`src/hdl/mem_pkg.sv`:
```
package mem_pkg;

    localparam int WORD_W = 32;
    localparam int BYTE_LANES = WORD_W / 8;

    typedef logic [WORD_W-1:0] word_t;
    typedef logic [31:0] addr_t;
    typedef logic [BYTE_LANES-1:0] byte_en_t;

    // access size, matches the core's ACCESS_SZ encoding
    typedef logic [1:0] acc_sz_t;

    localparam acc_sz_t ACCESS_SZ_BYTE = 2'b00;
    localparam acc_sz_t ACCESS_SZ_HALF = 2'b01;
    localparam acc_sz_t ACCESS_SZ_WORD = 2'b10;

    // memory opcodes, anything else is no access
    typedef logic [3:0] mem_op_t;

    localparam mem_op_t OP_LD_B  = 4'h1;
    localparam mem_op_t OP_LD_H  = 4'h2;
    localparam mem_op_t OP_LD_W  = 4'h3;
    localparam mem_op_t OP_LD_BU = 4'h4;
    localparam mem_op_t OP_LD_HU = 4'h5;
    localparam mem_op_t OP_ST_B  = 4'h8;
    localparam mem_op_t OP_ST_H  = 4'h9;
    localparam mem_op_t OP_ST_W  = 4'ha;

    // data memory depth in words
    localparam int DMEM_WORDS = 1024;
    localparam int DMEM_AW = $clog2(DMEM_WORDS);

    // decode to fake cache
    typedef struct packed {
        logic    re;
        logic    we;
        addr_t   addr;
        word_t   wdata;
        acc_sz_t access_sz;
        logic    sign_ext;
        logic    ale;
    } mem_req_t;

    // fake cache to sram
    typedef struct packed {
        logic     en;
        byte_en_t we;
        addr_t    addr;
        word_t    wdata;
    } sram_req_t;

    // load context carried alongside the sram read
    typedef struct packed {
        logic       valid;
        logic       ale;
        logic [1:0] lane;
        acc_sz_t    access_sz;
        logic       sign_ext;
    } load_tag_t;

endpackage

```
`src/hdl/mem_op_decode.sv`:
```
module mem_op_decode import mem_pkg::*; (
    input  logic        op_valid,
    input  mem_op_t     op,
    input  word_t       base,
    input  logic [11:0] offset,
    input  word_t       store_data,
    output mem_req_t    req,
    output load_tag_t   tag
);

    logic    is_load;
    logic    is_store;
    logic    sign_ext;
    acc_sz_t access_sz;
    addr_t   addr;
    logic    misaligned;
    logic    fault;

    // opcode classification
    always_comb begin
        is_load   = 1'b0;
        is_store  = 1'b0;
        sign_ext  = 1'b0;
        access_sz = ACCESS_SZ_WORD;
        case (op)
            OP_LD_B: begin
                is_load   = 1'b1;
                sign_ext  = 1'b1;
                access_sz = ACCESS_SZ_BYTE;
            end
            OP_LD_H: begin
                is_load   = 1'b1;
                sign_ext  = 1'b1;
                access_sz = ACCESS_SZ_HALF;
            end
            OP_LD_W: begin
                is_load   = 1'b1;
                access_sz = ACCESS_SZ_WORD;
            end
            OP_LD_BU: begin
                is_load   = 1'b1;
                access_sz = ACCESS_SZ_BYTE;
            end
            OP_LD_HU: begin
                is_load   = 1'b1;
                access_sz = ACCESS_SZ_HALF;
            end
            OP_ST_B: begin
                is_store  = 1'b1;
                access_sz = ACCESS_SZ_BYTE;
            end
            OP_ST_H: begin
                is_store  = 1'b1;
                access_sz = ACCESS_SZ_HALF;
            end
            OP_ST_W: begin
                is_store  = 1'b1;
                access_sz = ACCESS_SZ_WORD;
            end
            default: is_load = 1'b0;
        endcase
    end

    // effective address, si12 offset
    assign addr = base + {{20{offset[11]}}, offset};

    always_comb begin
        case (access_sz)
            ACCESS_SZ_HALF: misaligned = addr[0];
            ACCESS_SZ_WORD: misaligned = |addr[1:0];
            default:        misaligned = 1'b0;
        endcase
    end

    assign fault = op_valid & (is_load | is_store) & misaligned;

    // a faulting op never reaches the sram
    always_comb begin
        req.re        = op_valid & is_load & ~misaligned;
        req.we        = op_valid & is_store & ~misaligned;
        req.addr      = addr;
        req.wdata     = store_data;
        req.access_sz = access_sz;
        req.sign_ext  = sign_ext;
        req.ale       = fault;
    end

    // loads and faults both need a response slot
    always_comb begin
        tag.valid     = req.re | req.ale;
        tag.ale       = req.ale;
        tag.lane      = req.addr[1:0];
        tag.access_sz = req.access_sz;
        tag.sign_ext  = req.sign_ext;
    end

endmodule

```
`config.mk`:
```
export PLATFORM = sky130hd
export DESIGN_NAME = mem_op_decode
export DESIGN_NICKNAME = d
export VERILOG_FILES = /design/src/hdl/mem_pkg.sv /design/src/hdl/mem_op_decode.sv
export SDC_FILE = /design/constraint.sdc
export NUM_CORES = 1
export LEC_CHECK = 0
export BUFFER_PORTS_ARGS = -buffer_cell sky130_fd_sc_hd__buf_2
export CAP_MARGIN = 10
export CELL_PAD_IN_SITES_DETAIL_PLACEMENT = 1
export CELL_PAD_IN_SITES_GLOBAL_PLACEMENT = 1
export CORE_UTILIZATION = 31
export DETAILED_ROUTE_END_ITERATION = 12
export PLACE_DENSITY_LB_ADDON = 0.2
export SYNTH_ARGS = -nofsm -noshare
export SYNTH_HDL_FRONTEND = slang
export SYNTH_SLANG_ARGS = --single-unit
```
`constraint.sdc`:
```
create_clock -name vclk -period 4.8
set_input_delay 0.48 -clock vclk [all_inputs]
set_output_delay 0.48 -clock vclk [all_outputs]
set_load 0.02 [all_outputs]
```
==> Flow_metrics.wiki <==
{| class="wikitable"
! Metric !! Value
|-
| Leading post-synthesis cells by instance count || sky130_fd_sc_hd__buf_4, sky130_fd_sc_hd__ha_1, sky130_fd_sc_hd__a21oi_1
|-
| Diodes inserted || 0
|-
| Routed wire length || 7.28 mm
|-
| Endpoint of the worst hold path || req[5]
|-
| Type of the setup path with the least slack || input port to output port
|-
| Sequential element share of the synthesized area || 0%
|-
| Sw frac || 62.6%
|-
| Summed negative setup slack over all endpoints || 0 ns
|-
| Number of global-route vias before repair || 2426
|-
| Worst path required time || 4.32 ns
|-
| Clock Power Share || 0%
|-
| Effective utilization at floorplan || 32.3%
|-
| First-pass iteration count of the detailed router || 4
|-
| Row Count || 31
|-
| Largest area contributor in the synthesized netlist || sky130_fd_sc_hd__ha_1
|-
| Worst VDD drop || 76.8 uV
|-
| Max Fclk || 0.284 GHz
|-
| Clock buffers || 0
|-
| Internal power of the cells || 0.000173 W
|-
| Syn_nets || 447
|-
| Power dissipated by switching net loads || 0.000289 W
|-
| Cell Area, Synth || 0.00236 mm2
|-
| HP Class || input port to output port
|-
| Total power divided by cell area || 179 mW/mm2
|-
| Vias after detailed routing || 2552
|-
| Detailed-route vias per instance || 5.40
|-
| Hold Crit Start || store_data[1]
|-
| Hold buffer count at cts || 0
|-
| Startpoint types || input port
|-
| Critical Path Fanout Max || 5
|-
| Core Footprint || 0.00729 mm2
|-
| Synth unique cells || 59
|-
| Die Footprint || 0.00795 mm2
|-
| Top cell type's share of synthesized area || 16.5%
|-
| Unrepaired setup endpoints after global routing || no
|-
| Nets@finish || 489
|-
| Average wire per cell in the routed design || 15.4 um
|-
| Total of fill cells in the finished design || 1016
|-
| Post-Syn Area per Cell || 7.05 um2
|-
| Antenna violations before repair || 0
|-
| Count of synthesis-stage warnings from yosys || 0
|-
| Kind of end point of the critical path || output port
|-
| Number of instances in the synthesized netlist || 334
|-
| PortBufs || 94
|-
| Post-detailed-placement half-perimeter wirelength || 6.21 mm
|-
| Sequential share of power || 0%
|-
| Logic pwr share || 100.0%
|-
| Area used by sequential logic in the layout || 0 um2
|-
| X dimension of the die || 89.2 um
|-
| Total setup violations reported at the end of the flow || 0
|-
| DIE HEIGHT || 89.2 um
|-
| Max Cap Viol || 0
|-
| Remaining antenna violation count || 0
|-
| Post-route core utilization || 35.4%
|-
| Number of instances on the worst hold path || 0
|-
| Result of the run || complete, no violations
|-
| Area growth from synthesis to final layout || 9.45%
|-
| Final cycle utilization of the critical path || 73.4%
|-
| Leading post-synthesis cells by cell area || sky130_fd_sc_hd__ha_1, sky130_fd_sc_hd__buf_4, sky130_fd_sc_hd__a21oi_1
|-
| Gr usage total || 17.4%
|-
| Leading cell type by number of instances after synthesis || sky130_fd_sc_hd__buf_4
|-
| Wire length of the first global-routing pass || 11.3 mm
|-
| Final Hold Viols || 0
|-
| I/O pin cnt || 158
|-
| Worst endpoint data arrival time || 3.04 ns
|-
| Share of layout cells above drive strength 1 || 28.1%
|-
| Transition at the pin with the smallest max-transition slack || 0.514 ns
|-
| Time the final worst path needs with I/O delays and setup || 3.52 ns
|-
| Remaining global-route overflow || 0
|-
| Pin count of the biggest net entering global routing || 22
|-
| Flip-flop and latch count || 0
|-
| Post-CTS setup-driven buffer insertion count || 0
|-
| Quantity of gates resized following cts || 0
|-
| Fin. max-slew vios || 0
|-
| Relative max-transition margin || 64.8%
|-
| Total leakage power || 1.21 nW
|-
| DRC violations left || 0
|-
| First DRT Iteration DRCs || 65
|-
| Final weighted congestion of routability-driven global placement || 0.786
|}
## worst max-delay path, stage by stage
cell and delay [ns]:
sky130_fd_sc_hd__buf_2 0.10, sky130_fd_sc_hd__ha_1 0.23, sky130_fd_sc_hd__fa_1 0.41, sky130_fd_sc_hd__a21o_1 0.23, sky130_fd_sc_hd__a221oi_2 0.43, sky130_fd_sc_hd__nor3_1 0.13, sky130_fd_sc_hd__nor3_1 0.47, sky130_fd_sc_hd__o21ai_0 0.22
sky130_fd_sc_hd__xor2_1 0.17, sky130_fd_sc_hd__buf_2 0.18
## power groups by stage
stage | clock network [W] | registers, W | logic (W)
global placement | 0 | 0 | 0.000458
finish | 0 | 0 | 0.000462
floorplan | 0 | 0 | 0.000369
global route | 0 | 0 | 0.000507
CTS | 0 | 0 | 0.000466
detailed placement | 0 | 0 | 0.000463
## per-layer routing
| metal | part of all wire, % | track usage, % |
|---|---|---|
| met5 | 0 | 0 |
| met4 | 1.1 | 2.45 |
| met3 | 5.2 | 0.739 |
| met2 | 46 | 31.6 |
| met1 | 47 | 23.1 |
## worst max-delay path by stage
stage / cells past startpoint / from / slack, ns / to
floorplan: 8 / offset[0] / 1.64 / req[62]
global placement: 10 / offset[0] / 1.28 / req[56]
detailed placement: 10 / offset[0] / 1.25 / req[58]
global route: 9 / offset[11] / 1.05 / req[67]
finish: 10 / offset[0] / 1.28 / req[58]
CTS: 10 / offset[0] / 1.23 / req[58]
## layout make-up
| type | instances | area, um2 | area share (%) |
|---|---|---|---|
| Timing Repair Buffer | 94 | 470 | 18.2 |
| Multi-Input combinational cell | 274 | 1960 | 76.1 |
| Tap cell | 99 | 124 | 4.80 |
| Inverter | 6 | 22.5 | 0.873 |
## cell families after synthesis
kind of cell | after synthesis | share of synthesized area, %
compound gates | 115 | 32.8
xor+xnor | 28 | 10.4
fa+ha+maj | 33 | 17.7
buf+inv | 60 | 16.7
mux | 2 | 0.850
simple gates | 96 | 21.5
## placed cells by master, fill, tap and decap left out, drive strengths merged, types with 4 or more instances in the layout
cell type / Yosys / final
or2: 4 / 4
a2111oi: 4 / 4
nand3: 6 / 6
a31oi: 4 / 4
ha: 31 / 31
nor3: 15 / 15
buf: 48 / 94
xor2: 12 / 12
nand2: 22 / 22
xnor2: 16 / 16
o21bai: 6 / 6
nand4: 10 / 10
a221oi: 4 / 4
o21ai: 25 / 25
a211oi: 5 / 5
inv: 6 / 6
a21oi: 31 / 31
nor2: 18 / 18
a21o: 14 / 14
## metrics by stage
| stage | total power (W) | area, um2 | setup slack, ns | std cells | hold slack [ns] |
|---|---|---|---|---|---|
| after global placement | 0.000458 | 2580 | 1.28 | 473 | 0.960 |
| after detailed placement | 0.000463 | 2580 | 1.25 | 473 | 0.960 |
| after floorplan | 0.000369 | 2360 | 1.64 | 334 | 1.07 |
| after global routing | 0.000507 | 2580 | 1.05 | 473 | 0.960 |
| after CTS | 0.000466 | 2580 | 1.23 | 473 | 0.960 |
| final | 0.000462 | 2580 | 1.28 | 473 | 0.960 |
Note: power is estimated with default switching activity, not from simulation.
