==> config.mk <==
export PLATFORM = sky130hd
export DESIGN_NAME = fakecache
export DESIGN_NICKNAME = d
export VERILOG_FILES = /design/src/hdl/mem_pkg.sv /design/src/hdl/fakecache.sv
export SDC_FILE = /design/constraint.sdc
export NUM_CORES = 1
export LEC_CHECK = 0
export BUFFER_PORTS_ARGS = -buffer_cell sky130_fd_sc_hd__buf_2
export CAP_MARGIN = 0
export CORE_AREA = 4 4 77 79
export DETAILED_ROUTE_END_ITERATION = 10
export DIE_AREA = 0 0 81 83
export SLEW_MARGIN = 40
export SYNTH_ARGS = -nofsm -noshare
export SYNTH_HDL_FRONTEND = slang
export SYNTH_SLANG_ARGS = --single-unit
==> constraint.sdc <==
create_clock -name vclk -period 2.92
set_clock_uncertainty 0.15 [all_clocks]
set_input_delay 0.584 -clock vclk [all_inputs]
set_output_delay 0.584 -clock vclk [all_outputs]
set_load 0.02 [all_outputs]
==> src/hdl/mem_pkg.sv <==
package mem_pkg;

    localparam int WORD_W = 32;
    localparam int BYTE_LANES = WORD_W / 8;

    typedef logic [WORD_W-1:0] word_t;
    typedef logic [31:0] addr_t;
    typedef logic [BYTE_LANES-1:0] byte_en_t;

    // access size, matches the core's ACCESS_SZ encoding
    typedef logic [1:0] acc_sz_t;

    localparam acc_sz_t ACCESS_SZ_BYTE = 2'b00;
    localparam acc_sz_t ACCESS_SZ_HALF = 2'b01;
    localparam acc_sz_t ACCESS_SZ_WORD = 2'b10;

    // memory opcodes, anything else is no access
    typedef logic [3:0] mem_op_t;

    localparam mem_op_t OP_LD_B  = 4'h1;
    localparam mem_op_t OP_LD_H  = 4'h2;
    localparam mem_op_t OP_LD_W  = 4'h3;
    localparam mem_op_t OP_LD_BU = 4'h4;
    localparam mem_op_t OP_LD_HU = 4'h5;
    localparam mem_op_t OP_ST_B  = 4'h8;
    localparam mem_op_t OP_ST_H  = 4'h9;
    localparam mem_op_t OP_ST_W  = 4'ha;

    // data memory depth in words
    localparam int DMEM_WORDS = 1024;
    localparam int DMEM_AW = $clog2(DMEM_WORDS);

    // decode to fake cache
    typedef struct packed {
        logic    re;
        logic    we;
        addr_t   addr;
        word_t   wdata;
        acc_sz_t access_sz;
        logic    sign_ext;
        logic    ale;
    } mem_req_t;

    // fake cache to sram
    typedef struct packed {
        logic     en;
        byte_en_t we;
        addr_t    addr;
        word_t    wdata;
    } sram_req_t;

    // load context carried alongside the sram read
    typedef struct packed {
        logic       valid;
        logic       ale;
        logic [1:0] lane;
        acc_sz_t    access_sz;
        logic       sign_ext;
    } load_tag_t;

endpackage

==> src/hdl/fakecache.sv <==
module fakecache import mem_pkg::*; (
    input  mem_req_t  req,
    input  word_t     sram_rdata,
    input  logic      rst_n,
    output sram_req_t sram,
    output word_t     cache_rdata,
    output logic      cache_hit
);

    byte_en_t lane_mask;
    word_t    lane_data;

    // write mask and lane replicated store data
    always_comb begin
        case (req.access_sz)
            ACCESS_SZ_WORD: begin
                lane_mask = 4'b1111;
                lane_data = req.wdata;
            end
            ACCESS_SZ_HALF: begin
                lane_mask = byte_en_t'(4'b0011 << req.addr[1:0]);
                lane_data = {2{req.wdata[15:0]}};
            end
            ACCESS_SZ_BYTE: begin
                lane_mask = byte_en_t'(4'b0001 << req.addr[1:0]);
                lane_data = {4{req.wdata[7:0]}};
            end
            default: begin
                lane_mask = '0;
                lane_data = '0;
            end
        endcase
    end

    always_comb begin
        sram.en    = req.re | req.we;
        sram.we    = req.we ? lane_mask : '0;
        sram.addr  = req.addr;
        sram.wdata = lane_data;
    end

    // no tags, every access hits once out of reset
    assign cache_rdata = sram_rdata;
    assign cache_hit   = rst_n;

endmodule

==> metrics.csv, run 1 <==
metric,value,unit
wl_per_cell,16.25,µm
synthesis.area,978.4,µm²
die_y,83,µm
seq_area_frac_synth,0,
dr.pass1.iters,4,
drt_iter0_drc,26,
rows,27,
finalMaxSlewViolations,0,
wl,3.363,mm
power_density,203.5,mW/mm²
tightestPinTransition,407.5,ps
antenna_found_initial,0,
nFlopsAndLatches,0,
combPwrFrac,1.000,
grtUsageTotal,0.09055,
hpwl,2.722,mm
maxSlewHeadroom,0.7283,
synth_cells,125,
place.gp.congestion,0.6362,
dieArea,0.006723,mm²
worstSetupPathType,input port to primary output,
status,completed,
grt_max_degree,17,
worstHoldPathType,input port to primary output,
vias_per_cell,4.271,
grt-ovfl-total,0,
synth.avg_cell_area,7.828,µm²
max_freq,430.5,MHz
portBuffers,77,
holdBufCountCts,0,
period_share,0.7955,
p_clk_frac,0,
power.switching,115.9,µW
nClkBuffers,0,
intPower,77.67,µW
area_growth,-2.813,%
core_area,0.005338,mm²
start_util,0.1833,
placed_area,950.9,µm²
yosysWarnings,0,
p_seq_frac,0,
peakVddDrop,46.34,µV
drc,0,
start_kind,input port,
arrival,1590,ps
worst_ep_required_time,2190,ps
path_max_fanout,16,
grt_setup_unrepaired,false,
postCtsSetupBuffers,0,
swShare,0.5987,
ys_types,18,
drv_cap,0,
final_common_cell,buf_2,
fin_nets,240,
drive_gt1_frac,0.6222,
pin_count,205,
design_area,950.9,µm²
cts-resized-gates,0,
final_cell_mix,"buf_2, o2bb2ai_1, a22o_1, mux2i_1, and2_1",
ant_nets,0,
syn_nets,228,
grt_pass1_wl,4.747,mm
finalSetupTns,0,ps
num_vias,884,
grt_pass1_vias,833,
end_kind,primary output,
n_antenna_cell,0,
fin_crit,2323,ps
setup_viol_count_final,0,
ff_latch_area,0,µm²
hold_violations,0,
p_leak,0.5292,nW
die_w,81,µm
metal layers:
layer  wire (µm)  part of all wire  global-route usage
met5           0                 0                   0
met4         287             0.085             0.07220
met3         300             0.089             0.01193
met2        1463              0.44              0.1464
met1        1312              0.39              0.1039
critical path, cell delays in order:
cell     delay (ps)
buf_2           340
nor2b_2          80
buf_4           210
a22o_1          200
buf_2           150
logic make-up (layout without fill, tap and decap cells):
group                  Yosys count  after routing  share of synthesized area
AO/OA/AOI/OAI                   30             30                     0.2711
multiplexers                     8              8                    0.08184
AND/OR/NAND/NOR                 14             14                    0.09080
buffers and inverters           73             83                     0.5563
final cells by class:
cell class	instances	area [µm²]
Timing Repair Buffer	82	422.9
Inverter	1	3.754
Multi-Input combinational cell	52	434.2
Fill cell	630	4387
Tap cell	72	90.09
power by group through the flow:
stage | combinational (mW) | clock (mW) | sequential, mW
2_1_floorplan | 0.242 | 0 | 0
3_3_place_gp | 0.195 | 0 | 0
3_5_place_dp | 0.197 | 0 | 0
4_1_cts | 0.198 | 0 | 0
5_1_grt | 0.211 | 0 | 0
6_report | 0.194 | 0 | 0
cells in the mapped netlist:
library cell  count  area share
nor2b_1           1      0.0064
o311a_1           1       0.010
nor2b_2           1      0.0090
o21ba_1           1       0.010
o21a_1            2       0.015
o2bb2ai_1        16        0.14
buf_4            67        0.51
and2_1            8       0.051
and3b_1           1      0.0090
o211a_1           2       0.020
nor3_1            1      0.0051
a22o_1            8       0.072
mux2i_1           8       0.082
nand2_1           1      0.0038
or2_2             1      0.0064
buf_6             2       0.023
inv_1             1      0.0038
buf_2             3       0.015
final timing paths:
path                  slack (ps)  cells after the start            from              end
worst max-delay path         600                      5          req[2]         sram[17]
worst min-delay path        1020                      0  sram_rdata[15]  cache_rdata[15]
per-stage QoR:
stage	cells	hold slack, ps	power, mW	util	worst slack (ps)
detailed placement	207	1018	0.1971	0.1782	570.4
global route	207	1018	0.2106	0.1782	523.4
finish	207	1018	0.1935	0.1782	597.1
CTS	207	1018	0.1978	0.1782	570.9
floorplan	125	1131	0.2417	-	931.6
global placement	207	1018	0.1951	0.1782	586.3
(Power assumes the default switching activity.)
==> run 2: changes to the inputs <==
--- a/config.mk
+++ b/config.mk
@@ -7,9 +7,9 @@
 export LEC_CHECK = 0
 export BUFFER_PORTS_ARGS = -buffer_cell sky130_fd_sc_hd__buf_2
 export CAP_MARGIN = 0
-export CORE_AREA = 4 4 77 79
+export CORE_AREA = 4 4 78 80
 export DETAILED_ROUTE_END_ITERATION = 10
-export DIE_AREA = 0 0 81 83
+export DIE_AREA = 0 0 82 84
 export SLEW_MARGIN = 40
 export SYNTH_ARGS = -nofsm -noshare
 export SYNTH_HDL_FRONTEND = slang
==> constraint.sdc (replaced) <==
create_clock -name vclk -period 2.14
set_clock_uncertainty 0.15 [all_clocks]
set_input_delay 0.428 -clock vclk [all_inputs]
set_output_delay 0.428 -clock vclk [all_outputs]
set_load 0.02 [all_outputs]
==> metrics.csv, run 2 (synthesis gave the netlist of run 1 again) <==
metric,value,unit,change
nClkBuffers,0,,unchanged
maxSlewHeadroom,0.7170,,was 0.7283
final_cell_mix,"buf_2, o2bb2ai_1, a22o_1, mux2i_1, and2_1",,unchanged
rows,27,,unchanged
power_density,274.3,mW/mm²,was 203.5 mW/mm²
grtUsageTotal,0.08490,,was 0.09055
finalSetupTns,0,ps,unchanged
tightestPinTransition,423.5,ps,was 407.5 ps
n_antenna_cell,0,,unchanged
drc,0,,unchanged
status,completed,,unchanged
area_growth,-0.2557,%,was -2.813%
cts-resized-gates,0,,unchanged
holdBufCountCts,0,,unchanged
nFlopsAndLatches,0,,unchanged
dp_worst_setup_slack,113.9,ps,was 570.4 ps
die_w,82,µm,was 81 µm
grt_setup_unrepaired,false,,unchanged
grt_pass1_wl,4.519,mm,was 4.747 mm
vias_per_cell,4.300,,was 4.271
peakVddDrop,49.49,µV,was 46.34 µV
wl,3.304,mm,was 3.363 mm
dieArea,0.006888,mm²,was 0.006723 mm²
period_share,0.9082,,
finalMaxSlewViolations,0,,unchanged
grt_pass1_vias,863,,was 833
ff_latch_area,0,µm²,unchanged
place.gp.congestion,0.6310,,was 0.6362
start_kind,input port,,unchanged
setup_ws,196.5,ps,was 597.1 ps
multiInputGateArea,434.2,µm²,unchanged
fin_crit,1943,ps,
antenna_found_initial,0,,unchanged
start_util,0.1810,,was 0.1833
hold_violations,0,,unchanged
drive_gt1_frac,0.6222,,unchanged
fin_nets,240,,unchanged
hpwl,2.735,mm,was 2.722 mm
drt_iter0_drc,14,,was 26
wl_per_cell,15.96,µm,was 16.25 µm
die_y,84,µm,was 83 µm
dr.pass1.iters,3,,was 4
drv_cap,0,,unchanged
arrival,1370,ps,was 1590 ps
path_max_fanout,11,,was 16
end_kind,primary output,,unchanged
max_freq,514.5,MHz,
cp-startpoint,req[2],,unchanged
worst_ep_required_time,1560,ps,was 2190 ps
grt-ovfl-total,0,,unchanged
worstHoldPathType,input port to primary output,,unchanged
portBuffers,77,,unchanged
pin_count,205,,unchanged
final_common_cell,buf_2,,unchanged
ant_nets,0,,unchanged
worstSetupPathType,input port to primary output,,unchanged
core_area,0.005405,mm²,was 0.005338 mm²
num_vias,890,,was 884
setup_viol_count_final,0,,unchanged
p_leak,0.5381,nW,was 0.5292 nW
min-delay-start,sram_rdata[15],,unchanged
grt_max_degree,18,,was 17
nFillCells,614,,was 630
postCtsSetupBuffers,0,,unchanged
run 2: cell types whose count changed in the layout (fill, tap and decap cells not counted):
| cell | change |
|---|---|
| buf_4 | -2 |
| buf_12 | +2 |
run 2: area by class of cell:
class              count  share of cell area
inverters              1            0.003846
multi-input cells     52              0.4449
well taps             72             0.09231
repair buffers        82              0.4590
run 2: worst paths after layout:
check,cells past startpoint,slack [ps],end
setup / recovery,4,200,sram[7]
hold / removal,0,710,cache_rdata[15]
run 2: worst max-delay path, stage by stage:
cell and delay [ps]:
buf_2 190, nand2_1 310, and2_1 280, buf_2 150
run 2: layer usage:
metal | up-vias | share of wire | global-route usage
met5 | - | 0 | 0
met4 | 0 | 0.071 | 0.05740
met3 | 38 | 0.11 | 0.01404
met2 | 64 | 0.45 | 0.1462
met1 | 393 | 0.37 | 0.09167
li1 | 395 | - | -
run 2: metrics by stage:
step / total power, mW / utilization / cells / hold slack, ps / instance area [µm²]
floorplan: 0.3298 / - / 125 / 818.6 / 978.4
global placement: 0.2698 / 0.1806 / 207 / 706.1 / 975.9
detailed placement: 0.2735 / 0.1806 / 207 / 706.1 / 975.9
CTS: 0.2741 / 0.1806 / 207 / 706.1 / 975.9
global route: 0.2906 / 0.1806 / 207 / 706.0 / 975.9
finish: 0.2677 / 0.1806 / 207 / 706.0 / 975.9
run 2: power by group:
group | total [mW] | internal, mW | switching [mW]
clock | 0 | 0 | 0
sequential | 0 | 0 | 0
combinational | 0.268 | 0.111 | 0.157
total | 0.268 | 0.111 | 0.157
==> run 3: changes to the inputs <==
--- a/config.mk
+++ b/config.mk
@@ -5,11 +5,11 @@
 export SDC_FILE = /design/constraint.sdc
 export NUM_CORES = 1
 export LEC_CHECK = 0
-export BUFFER_PORTS_ARGS = -buffer_cell sky130_fd_sc_hd__buf_2
 export CAP_MARGIN = 0
-export CORE_AREA = 4 4 78 80
+export CORE_AREA = 4 4 76 78
 export DETAILED_ROUTE_END_ITERATION = 10
-export DIE_AREA = 0 0 82 84
+export DIE_AREA = 0 0 80 82
+export DONT_BUFFER_PORTS = 1
 export SLEW_MARGIN = 40
 export SYNTH_ARGS = -nofsm -noshare
 export SYNTH_HDL_FRONTEND = slang
==> metrics.csv, run 3 (synthesis gave the netlist of run 1 again) <==
metric,value,unit,change
end_kind,primary output,,unchanged
post-route-util,0.1065,,was 0.1806
critical-path-top-delay-family,compound AO/OA/AOI/OAI gates,,was simple AND/OR/NAND/NOR gates
path_max_fanout,23,,was 11
ant_nets,0,,unchanged
portBuffers,0,,was 77
hpwl,2.398,mm,was 2.735 mm
die_y,82,µm,was 84 µm
num_vias,632,,was 890
status,completed,,unchanged
postCtsSetupBuffers,0,,unchanged
hold_path_end,cache_rdata[0],,was cache_rdata[15]
grt_setup_unrepaired,false,,unchanged
cp_cell_sequence,"nand2_1, o311a_1",,"was buf_2, nand2_1, and2_1, buf_2"
tightestPinTransition,465.1,ps,was 423.5 ps
core_area,0.005075,mm²,was 0.005405 mm²
arrival,1110,ps,was 1370 ps
fin_crit,1688,ps,was 1943 ps
die_w,80,µm,was 82 µm
dp_worst_setup_slack,426.1,ps,was 113.9 ps
grt_pass1_wl,3.891,mm,was 4.519 mm
start_util,0.1928,,was 0.1810
final_cell_mix,"o2bb2ai_1, a22o_1, mux2i_1, and2_1",,"was buf_2, o2bb2ai_1, a22o_1, mux2i_1, and2_1"
grt-ovfl-total,0,,unchanged
slowest_stage,o311a_1,,was nand2_1
nFlopsAndLatches,0,,unchanged
setup_ws,451.8,ps,was 196.5 ps
period_share,0.7889,,was 0.9082
dr.pass1.iters,4,,was 3
setup_viol_count_final,0,,unchanged
cts-resized-gates,0,,unchanged
grt_max_degree,24,,was 18
maxSlewHeadroom,0.6903,,was 0.7170
hold_ws,706.0,ps,about the same
start_kind,input port,,unchanged
finalMaxSlewViolations,0,,unchanged
holdBufCountCts,0,,unchanged
wl,3.048,mm,was 3.304 mm
antenna_found_initial,0,,unchanged
dieArea,0.006560,mm²,was 0.006888 mm²
area_growth,-44.76,%,was -0.2557%
n_antenna_cell,0,,unchanged
peakVddDrop,39.80,µV,was 49.49 µV
fin_nets,160,,was 240
drv_cap,0,,unchanged
p_leak,0.1940,nW,was 0.5381 nW
rows,26,,was 27
max_freq,592.4,MHz,was 514.5 MHz
place.gp.congestion,0.5746,,was 0.6310
worst-path-buf-inv,0,,was 2
drt_iter0_drc,29,,was 14
whs_path_depth,0,,unchanged
pin_count,205,,unchanged
slowest_delay,360,ps,was 310 ps
worstHoldPathType,input port to primary output,,unchanged
min-delay-start,sram_rdata[0],,was sram_rdata[15]
grt_pass1_vias,617,,was 863
grtUsageTotal,0.07919,,was 0.08490
hold_violations,0,,unchanged
drc,0,,unchanged
nClkBuffers,0,,unchanged
worst_ep_required_time,1560,ps,about the same
vias_per_cell,5.056,,was 4.300
final_common_cell,o2bb2ai_1,,was buf_2
p_total,155.2,µW,was 267.7 µW
finalSetupTns,0,ps,unchanged
wl_per_cell,24.38,µm,was 15.96 µm
ff_latch_area,0,µm²,unchanged
worstSetupPathType,input port to primary output,,unchanged
power_density,287.0,mW/mm²,was 274.3 mW/mm²
drive_gt1_frac,0.07273,,was 0.6222
run 3: cell types whose count changed in the layout (fill, tap and decap cells not counted), sizes merged:
cell / previous run / this run
buf: 82 / 2
run 3: metrics by stage:
step	cells	cell area, µm²
2_1_floorplan	125	978.4
3_3_place_gp	125	540.5
3_5_place_dp	125	540.5
4_1_cts	125	540.5
5_1_grt	125	540.5
6_report	125	540.5
run 3: final cells by class:
type	count	area, µm²
Tap cell	70	87.58
Timing Repair Buffer	2	15.01
Multi-Input combinational cell	52	434.2
Inverter	1	3.754
Fill cell	603	4534
run 3: metal layers:
metal | track usage | share of wire
met3 | 0.02193 | 0.14
met4 | 0.06757 | 0.089
met1 | 0.08323 | 0.34
met5 | 0 | 0
met2 | 0.1308 | 0.43
run 3: worst max-delay path by stage:
stage,start,end,slack (ps),cells after the start
finish,req[3],sram[66],450,2
global route,req[2],sram[66],390,2
CTS,req[2],sram[66],430,2
detailed placement,req[2],sram[66],430,2
global placement,req[2],sram[66],440,2
floorplan,req[3],sram[10],460,3
run 3: where the power goes:
group / internal (mW) / switching (mW)
sequential: 0 / 0
combinational: 0.0437 / 0.111
clock: 0 / 0
total: 0.0437 / 0.111
