`config.mk`:
```
export PLATFORM = sky130hd
export DESIGN_NAME = load_align
export DESIGN_NICKNAME = d
export VERILOG_FILES = /design/src/hdl/mem_pkg.sv /design/src/hdl/load_align.sv
export SDC_FILE = /design/constraint.sdc
export NUM_CORES = 1
export LEC_CHECK = 0
export BUFFER_PORTS_ARGS = -buffer_cell sky130_fd_sc_hd__buf_4
export CORE_MARGIN = 2
export CORE_UTILIZATION = 42
export CTS_CLUSTER_DIAMETER = 60
export DETAILED_ROUTE_END_ITERATION = 6
export PLACE_DENSITY = 0.91
export SETUP_SLACK_MARGIN = 0.2
export SYNTH_ARGS = -nofsm -noshare
export SYNTH_HDL_FRONTEND = slang
export SYNTH_SLANG_ARGS = --single-unit
```
`constraint.sdc`:
```
create_clock -name clk -period 4.5 [get_ports clk]
set_input_delay 0.225 -clock clk [delete_from_list [all_inputs] [get_ports clk]]
set_output_delay 0.225 -clock clk [all_outputs]
set_load 0.1 [all_outputs]
```
`src/hdl/mem_pkg.sv`:
```
package mem_pkg;

    localparam int WORD_W = 32;
    localparam int BYTE_LANES = WORD_W / 8;

    typedef logic [WORD_W-1:0] word_t;
    typedef logic [31:0] addr_t;
    typedef logic [BYTE_LANES-1:0] byte_en_t;

    // access size, matches the core's ACCESS_SZ encoding
    typedef logic [1:0] acc_sz_t;

    localparam acc_sz_t ACCESS_SZ_BYTE = 2'b00;
    localparam acc_sz_t ACCESS_SZ_HALF = 2'b01;
    localparam acc_sz_t ACCESS_SZ_WORD = 2'b10;

    // memory opcodes, anything else is no access
    typedef logic [3:0] mem_op_t;

    localparam mem_op_t OP_LD_B  = 4'h1;
    localparam mem_op_t OP_LD_H  = 4'h2;
    localparam mem_op_t OP_LD_W  = 4'h3;
    localparam mem_op_t OP_LD_BU = 4'h4;
    localparam mem_op_t OP_LD_HU = 4'h5;
    localparam mem_op_t OP_ST_B  = 4'h8;
    localparam mem_op_t OP_ST_H  = 4'h9;
    localparam mem_op_t OP_ST_W  = 4'ha;

    // data memory depth in words
    localparam int DMEM_WORDS = 1024;
    localparam int DMEM_AW = $clog2(DMEM_WORDS);

    // decode to fake cache
    typedef struct packed {
        logic    re;
        logic    we;
        addr_t   addr;
        word_t   wdata;
        acc_sz_t access_sz;
        logic    sign_ext;
        logic    ale;
    } mem_req_t;

    // fake cache to sram
    typedef struct packed {
        logic     en;
        byte_en_t we;
        addr_t    addr;
        word_t    wdata;
    } sram_req_t;

    // load context carried alongside the sram read
    typedef struct packed {
        logic       valid;
        logic       ale;
        logic [1:0] lane;
        acc_sz_t    access_sz;
        logic       sign_ext;
    } load_tag_t;

endpackage

```
`src/hdl/load_align.sv`:
```
module load_align import mem_pkg::*; (
    input  logic      clk,
    input  logic      rst_n,
    input  load_tag_t tag,
    input  word_t     cache_rdata,
    input  logic      cache_hit,
    output logic      load_valid,
    output word_t     load_data,
    output logic      ale
);

    load_tag_t   tag_q;
    word_t       lane_word;
    logic [7:0]  sel_byte;
    logic [15:0] sel_half;

    // follows the sram access by one cycle
    always_ff @(posedge clk) begin
        if (!rst_n) begin
            tag_q <= '0;
        end else begin
            tag_q <= tag;
        end
    end

    // move the addressed lane down to bit 0
    assign lane_word = cache_rdata >> {tag_q.lane, 3'b000};
    assign sel_byte  = lane_word[7:0];
    assign sel_half  = lane_word[15:0];

    always_comb begin
        case (tag_q.access_sz)
            ACCESS_SZ_BYTE: begin
                load_data = {{24{tag_q.sign_ext & sel_byte[7]}}, sel_byte};
            end
            ACCESS_SZ_HALF: begin
                load_data = {{16{tag_q.sign_ext & sel_half[15]}}, sel_half};
            end
            default: begin
                load_data = cache_rdata;
            end
        endcase
    end

    // result pulses
    assign load_valid = tag_q.valid & ~tag_q.ale & cache_hit;
    assign ale        = tag_q.valid & tag_q.ale;

endmodule

```
==> results of run 1 <==
[cell families (layout without fill, tap and decap cells)]
kind of cell / after synthesis / in the layout
AO/OA/AOI/OAI: 49 / 49
multiplexers: 9 / 9
AND/OR/NAND/NOR: 49 / 49
flip-flops: 7 / 7
buffers and inverters: 15 / 83
[where the power goes]
part           switching, uW  internal [uW]
sequential              7.57           65.5
clock                   22.3           33.8
combinational            257           85.6
total                    287            185
[cell type report]
cell class	instances	area, um^2	share of cell area, %
Inverter	3	11.3	0.748
Multi-Input combinational cell	107	723	48.0
Clock buffer	4	26.3	1.74
Sequential cell	7	140	9.30
Tap cell	28	35.0	2.33
Timing Repair Buffer	76	571	37.9
[placed cells by master (no fill, tap or decap)]
master     instances
a211oi_1           1
a21oi_1            1
a221oi_4           1
a22o_1             6
a2bb2oi_1          2
and2_1             8
and4b_1            1
buf_4             76
clkbuf_1           1
clkbuf_4           3
clkinv_1           1
dfxtp_1            7
inv_1              2
mux2_2             1
mux2i_1            7
mux4_2             1
nand2_1           29
nand3_1            1
nand3b_1           7
nor2_1             1
nor2b_1            2
o211a_1            7
o21ai_0            7
o21ai_1           10
o21bai_1           1
o2bb2ai_1          6
o31ai_1            7
[per-stage QoR]
stage | total power, uW | instance area, um^2
after floorplan | 335 | 935
after global placement | 412 | 1480
after detailed placement | 416 | 1480
after CTS | 473 | 1510
after global routing | 491 | 1510
final | 472 | 1510
[worst min-delay path by stage]
| stage | end | slack (ns) |
|---|---|---|
| after CTS | tag_q[0]$_SDFF_PN0_ | 0.18 |
| after detailed placement | tag_q[0]$_SDFF_PN0_ | 0.44 |
| after global placement | tag_q[5]$_SDFF_PN0_ | 0.43 |
| after floorplan | tag_q[0]$_SDFF_PN0_ | 0.35 |
| final | tag_q[3]$_SDFF_PN0_ | 0.18 |
| after global routing | tag_q[0]$_SDFF_PN0_ | 0.18 |
[metal layers]
layer / up-vias / GRT usage [%] / share of wire (%)
li1: 610 / - / -
met1: 563 / 27.9 / 35
met2: 78 / 47.0 / 50
met3: 12 / 4.09 / 11
met4: 0 / 17.1 / 3.5
met5: - / 0 / 0
==> impl_metrics.toml, run 1 <==
[status]
status = "complete, no violations"

[layout]
utilization_pct = 70.1
largest_register_ffs = 7
regMostFlops = "tag_q"
largestRegisters = "tag_q x7"
synthToLayoutAreaGrowth_pct = 61.2
drive_above_1_share_pct = 41.6
stdcell_count = 225
nNetsFinal = 240
fillCellCount = 183
antennaDiodeCount = 0

[routing]
detailedRoute.firstIterationViolations = 40
route.antenna.remaining_nets = 0
drc = 0
detail_route.first_pass.iterations = 4
dr_total_vias = 1263
vias_per_cell = 5.61
route.detailed.wl_per_inst_um = 14.4
wirelength_um = 3230

[min_path]
worstHoldPathCells = 2
hold_path_startpoint = "tag[3]"
holdCritPathClass = "in2reg"

[yosys]
ys_async_sr_fraction_pct = 0
synthesis.nets = 171
synth_top_cells_by_area = "dfxtp_1 15%, nand2_1 12%, mux2i_1 7.5%"
synth.ff_latch_count = 7
synth.largest_area_cell = "dfxtp_1"
synth-compound-area-share_pct = 40.3
synth_top_family_by_area = "compound AO/OA/AOI/OAI gates"
dominantRegCellSynth = "dfxtp_1"
netlist_instances = 129
yosys.cell_count.top_type = "nand2_1"
yosys.area_share.adder_pct = 0
synth_mux_area_share_pct = 11.1
synth.lib_cells_used.distinct = 26
yosysSeqAreaShare_pct = 15.0
synthXorXnorAreaFrac_pct = 0
mappedNetlistArea_um2 = 935
synth-edff-count = 0
post_synth.cell_area_avg_um2 = 7.25
synthSimpleGateAreaFrac_pct = 26.0
synth_top_area_share_pct = 15.0
synth.yosys.warnings = 0
synthTopCellsByCount = "29 x nand2_1, 10 x clkbuf_1, 10 x o21ai_1"

[critical_path]
timing.critical_path.depth = 4
cpLargestDelayFamily = "compound AO/OA/AOI/OAI gates"
crit_path_end = "load_data[30]"
path_cells = "mux4_2 -> a221oi_4 -> o21ai_0 -> buf_4"
worst_setup_path_start_kind = "register"
max_stage_delay_ns = 0.78
critical_path.endpoint_type = "primary output"
worst-setup-path-type = "reg2out"
worstSetupStartpoint = "tag_q[4]$_SDFF_PN0_"
crit_slowest_cell = "dfxtp_1"
cp_required_ns = 4.28
timing.critical_path.arrival_ns = 2.80
crit_path_max_fanout = 19
path_buf_inv = 1

[global_routing]
grt_util_all_layers_pct = 26.1
first_global_vias = 1212
globalRouteOverflowTotal = 0
grt_antenna_before_repair = 0
grt_max_degree = 36
grt_first_pass_wirelength_um = 5280

[clock_tree]
cts.sinks = 7
cts_max_path_buffers = 2
numCtsBuffers = 3
postCtsHoldBufs = 0
tritoncts = "yes"
post_cts.repair.setup_buffers = 0
cts_max_level = 1
clock-root-buffer = "clkbuf_4"
ctsResizeCount = 0
worst_setup_hold_path_clk_slew_ns = 0.05

[timing]
totalNegativeSetupSlack_ns = 0
setup-violations-final = 0
drv_slew = 0
max-slew-margin-rel_pct = 51.8
final.hold.worst_slack_ns = 0.183
final.min_clock_period_ns = 3.02
hold_violations = 0
worst_slew_pin_slew_ns = 0.722
layout_setup_ws_ns = 1.48
finalCritPeriodShare_pct = 67.1
timing.fmax_ghz = 0.331
setup_repair_after_global_routing_missed_its_margin = "no"

[power_and_ir_drop]
power_density_nw_per_um2 = 313
power.ir.vdd_worst_v = 0.000233
power.static_leakage_uw = 0.000756

[floorplanning]
die_w_um = 51.2
num_io_pins = 76
design.core.area_um2 = 2150
rows = 17
floorplan.die_area_um2 = 2620
floorplan.die.height_um = 51.2
starting_density_of_the_core_pct = 43.5

[placed_design]
dp_hpwl_um = 2550
global_placement_routability_congestion = 0.817
dp_cells = 221
port_buffers = 75
preCtsSetupSlack_ns = 1.77

[run]
drv_cap = 0
Note: power is estimated with default switching activity, not from simulation.
==> run 2: changes to the inputs <==
CORE_UTILIZATION = 35   (was 42)
PLACE_DENSITY = 0.81   (was 0.91)
clock period = 2.7 ns   (was 4.5 ns; I/O delays follow)
==> run 2 against run 1 <==
  * Flip-flop and latch count is the same
  * Die area grew 18%
  * Total power grew 76%
  * Clock-buffer cell count is the same
  * Core utilization shrank 2.6 points
  * Global-route usage shrank 5.4 points
  * Non-clock buffer count grew 6
  * Final cell count grew 3.6%
  * Hold slack lost 0.097 ns
  * Critical endpoint unchanged
==> impl_metrics.toml, run 2 (synthesized netlist as in run 1, its figures left out) <==
[status]
status = "complete, no violations"

[clock_tree]
cts.sinks = 7
tritoncts = "yes"
cts_max_path_buffers = 2
numCtsBuffers = 3
postCtsHoldBufs = 0
worst_setup_hold_path_clk_slew_ns = 0.05
clock-root-buffer = "clkbuf_4"
cts_max_level = 1

[layout]
mostFrequentLayoutCell = "buf_4"
utilization_pct = 67.5
regMostFlops = "tag_q"
largest_register_ffs = 7
synthToLayoutAreaGrowth_pct = 80.6
nNetsFinal = 246
mostFrequentLayoutCells = "82 x buf_4, 28 x nand2_1, 10 x o21ai_2"
drive_above_1_share_pct = 52.7
final_design_area_no_fill_um2 = 1690
antennaDiodeCount = 0
largestRegisters = "tag_q x7"

[critical_path]
crit_path_max_fanout = 18
max_stage_delay_ns = 0.40
path_cells = "buf_4 -> mux2_2 -> a221oi_4 -> buf_4 -> o21ai_0 -> buf_4"
crit_slowest_cell = "mux2_2"
worst-setup-path-type = "reg2out"
cp_required_ns = 2.57
cpLargestDelayFamily = "buffers and inverters"
critical_path.endpoint_type = "primary output"
worst_setup_path_start_kind = "register"
cp_common_cell = "buf_4"
timing.critical_path.arrival_ns = 2.18
path_buf_inv = 3

[routing]
wirelength_um = 3270
dr_total_vias = 1277
route.detailed.wl_per_inst_um = 14.0
vias_per_cell = 5.48
route.antenna.remaining_nets = 0
drc = 0
detailedRoute.firstIterationViolations = 43
detail_route.first_pass.iterations = 4

[timing]
max-slew-margin-rel_pct = 64.3
final.min_clock_period_ns = 2.32
worst_slew_pin_slew_ns = 0.535
setup_repair_after_global_routing_missed_its_margin = "no"
finalCritPeriodShare_pct = 85.8
timing.fmax_ghz = 0.432
setup-violations-final = 0
hold_violations = 0
drv_slew = 0

[min_path]
holdCritPathClass = "in2reg"

[power_and_ir_drop]
sw_ratio_pct = 60.2
p_comb_share_pct = 74.7
cell_internal_pwr_uw = 330
power.ir.vdd_worst_v = 0.000375
power_density_nw_per_um2 = 492
clock_power_share_pct = 11.5
power.sequential.fraction_pct = 13.8
switchingPower_uw = 499
power.static_leakage_uw = 0.000826

[floorplanning]
num_io_pins = 76
starting_density_of_the_core_pct = 37.4
floorplan.die.height_um = 55.7
rows = 18
design.core.area_um2 = 2500
die_w_um = 55.7
floorplan.die_area_um2 = 3100

[global_routing]
globalRouteOverflowTotal = 0
grt_max_degree = 22
grt_antenna_before_repair = 0
first_global_vias = 1169
grt_util_all_layers_pct = 20.7
grt_first_pass_wirelength_um = 5290

[placed_design]
dpl_cell_area_um2 = 1660
global_placement_routability_congestion = 0.862
port_buffers = 75
dp_hpwl_um = 2620

[run]
drv_cap = 0
==> run 2: cell types whose count changed in the layout (fill, tap and decap cells not counted), sizes merged <==
cell	before	now
buf	76	82
==> run 2: through the flow <==
stage               total power (uW)  setup slack, ns  std cells  hold slack (ns)  TNS (ns)
CTS                              835            0.288        233           0.0827         0
floorplan                        590           -0.504        129            0.257     -3.10
global route                     861            0.280        233           0.0765         0
detailed placement               736            0.579        229            0.352         0
global placement                 731            0.707        229            0.342         0
finish                           830            0.383        233           0.0858         0
==> run 2: power groups by stage <==
stage	Clock (uW)	Sequential (uW)	Combinational (uW)
floorplan	0	113	477
global placement	0	116	615
detailed placement	0	116	620
CTS	99.8	114	621
global route	105	115	642
finish	95.7	114	620
==> run 2: final cells by class <==
class / count / area [um^2]
clock buffers: 4 / 26.3
fillers: 214 / 812
inverters: 3 / 11.3
multi-input cells: 107 / 857
flip-flops and latches: 7 / 140
well taps: 30 / 37.5
repair buffers: 82 / 616
==> run 2: path summary, 6_finish.rpt <==
check | from | depth (start not counted) | slack, ns | endpoint
max | tag_q[4]$_SDFF_PN0_ | 6 | 0.38 | load_data[30]
min | tag[5] | 2 | 0.09 | tag_q[5]$_SDFF_PN0_
==> run 2: what timing repair did <==
action                                 4_1_cts  5_1_grt
setup endpoints to repair                    0        6
buffers inserted                             0        0
resized for setup                            0        1
endpoints found under the hold margin        0        0
==> run 2: per-layer routing <==
layer	wire length [um]	share of wire [%]	up-vias	track usage, %
met5	0	0	-	0
met4	85	2.6	0	9.06
met3	321	9.8	7	5.81
met2	1590	49	66	35.4
met1	1270	39	575	24.0
li1	-	-	629	-
==> run 3: changes to the inputs <==
==> constraint.sdc (replaced) <==
create_clock -name clk -period 2.7 [get_ports clk]
set_input_delay 0.405 -clock clk [delete_from_list [all_inputs] [get_ports clk]]
set_output_delay 0.405 -clock clk [all_outputs]
set_load 0.1 [all_outputs]
==> run 3 against run 2 <==
  * Maximum frequency down 5.4%
  * Hold slack better by 0.28 ns
  * Core utilization up 1.8 points
  * Critical path depth unchanged
  * Critical endpoint is now load_data[19]
  * Largest cell class unchanged
==> impl_metrics.toml, run 3 (synthesized netlist as in run 1, its figures left out) <==
[layout]
multi_input_comb_area_um2 = 798
layout.area.seq_um2 = 141
largestRegisters = "tag_q x7"
drive_above_1_share_pct = 52.5
fillCellCount = 196
antennaDiodeCount = 0
nNetsFinal = 247
stdcell_count = 234
mostFrequentLayoutCell = "buf_4"
regMostFlops = "tag_q"
synthToLayoutAreaGrowth_pct = 85.3
mostFrequentLayoutCells = "64 x buf_4, 29 x nand2_1, 17 x buf_6"
largest_register_ffs = 7

[floorplanning]
num_io_pins = 76
floorplan.die.height_um = 55.7
die_w_um = 55.7
rows = 18
starting_density_of_the_core_pct = 37.4
floorplan.die_area_um2 = 3100
design.core.area_um2 = 2500

[timing]
timing.fmax_ghz = 0.408
finalCritPeriodShare_pct = 90.7
final.hold.worst_slack_ns = 0.366
setup-violations-final = 0
drv_slew = 0
hold_violations = 0
worst_slew_pin_slew_ns = 0.709
max-slew-margin-rel_pct = 52.6
final.min_clock_period_ns = 2.45
setup_repair_after_global_routing_missed_its_margin = "no"
totalNegativeSetupSlack_ns = 0

[routing]
detailedRoute.firstIterationViolations = 27
drc = 0
route.antenna.remaining_nets = 0
dr_total_vias = 1265
wirelength_um = 3510
vias_per_cell = 5.41
route.detailed.wl_per_inst_um = 15.0
detail_route.first_pass.iterations = 4

[clock_tree]
cts_max_level = 1
worst_setup_hold_path_clk_slew_ns = 0.05
clock-root-buffer = "clkbuf_4"
postCtsHoldBufs = 0
cts.sinks = 7
numCtsBuffers = 3
tritoncts = "yes"
cts_max_path_buffers = 2

[power_and_ir_drop]
sw_ratio_pct = 58.8
p_comb_share_pct = 75.4
power.ir.vdd_worst_v = 0.000409
power.static_leakage_uw = 0.000849
power_density_nw_per_um2 = 493
cell_internal_pwr_uw = 352
clock_power_share_pct = 11.1
power_uw = 854
power.sequential.fraction_pct = 13.5
switchingPower_uw = 502

[placed_design]
dp_cells = 227
dp_hpwl_um = 2610
port_buffers = 75
global_placement_routability_congestion = 0.839

[critical_path]
timing.critical_path.arrival_ns = 2.04
max_stage_delay_ns = 0.57
path_buf_inv = 3
worst_setup_path_start_kind = "register"
cpLargestDelayFamily = "multiplexers"
crit_path_max_fanout = 6
path_cells = "mux4_2 -> a221oi_4 -> buf_6 -> clkbuf_16 -> o21ai_2 -> buf_6"
cp_required_ns = 2.30
timing.critical_path.depth = 6
worst-setup-path-type = "reg2out"
critical_path.endpoint_type = "primary output"
worstSetupStartpoint = "tag_q[4]$_SDFF_PN0_"
crit_path_end = "load_data[19]"
cp_common_cell = "buf_6"
crit_slowest_cell = "mux4_2"

[global_routing]
first_global_vias = 1256
grt_first_pass_wirelength_um = 5600
grt_util_all_layers_pct = 21.6
grt_antenna_before_repair = 0
grt_max_degree = 35
globalRouteOverflowTotal = 0

[run]
drv_cap = 0

[status]
status = "complete, no violations"

[min_path]
holdCritPathClass = "in2reg"
run 3: changes by cell type in the layout (fill, tap and decap cells not counted), sizes merged:
cell	before	now
clkbuf	4	5
run 3: metal layers:
| layer | GRT usage (%) | vias to the layer above | wire length [um] |
|---|---|---|---|
| li1 | - | 630 | - |
| met1 | 25.0 | 571 | 1370 |
| met2 | 39.8 | 64 | 1850 |
| met3 | 4.19 | 0 | 291 |
| met4 | 5.92 | 0 | 0 |
| met5 | 0 | - | 0 |
run 3: final cells by class:
cell class                      instances  share of cell area, %
Multi-Input combinational cell        107                   46.1
Clock buffer                            4                   1.52
Sequential cell                         7                   8.16
Tap cell                               30                   2.17
Inverter                                3                  0.650
Timing Repair Buffer                   83                   41.4
run 3: how the worst min path moves through the flow:
stage,endpoint,slack (ns),startpoint,cells past startpoint
2_1_floorplan,tag_q[0]$_SDFF_PN0_,0.53,rst_n,1
3_3_place_gp,tag_q[5]$_SDFF_PN0_,0.61,tag[5],2
3_5_place_dp,tag_q[5]$_SDFF_PN0_,0.62,tag[5],2
4_1_cts,tag_q[5]$_SDFF_PN0_,0.36,tag[5],2
5_1_grt,tag_q[2]$_SDFF_PN0_,0.36,tag[2],2
6_report,tag_q[1]$_SDFF_PN0_,0.37,tag[1],2
run 3: power groups by stage:
stage / Combinational [uW] / Sequential [uW] / Clock (uW)
after floorplan: 462 / 113 / 0
after global placement: 604 / 116 / 0
after detailed placement: 609 / 116 / 0
after CTS: 619 / 114 / 97.0
after global routing: 666 / 115 / 106
final: 644 / 115 / 94.9
run 3: what timing repair did:
action	CTS	global route
gates cloned	0	1
pin swaps	1	1
gates resized for setup	8	12
buffers inserted	1	1
endpoints found under the setup margin	12	16
run 3: metrics by stage:
| stage | util, % | cell area, um^2 | setup WS (ns) |
|---|---|---|---|
| after global routing | 69.3 | 1730 | 0.177 |
| after floorplan | - | 1000 | -0.182 |
| after detailed placement | 63.7 | 1590 | 0.263 |
| after CTS | 66.3 | 1660 | 0.182 |
| after global placement | 63.7 | 1590 | 0.316 |
| final | 69.3 | 1730 | 0.251 |
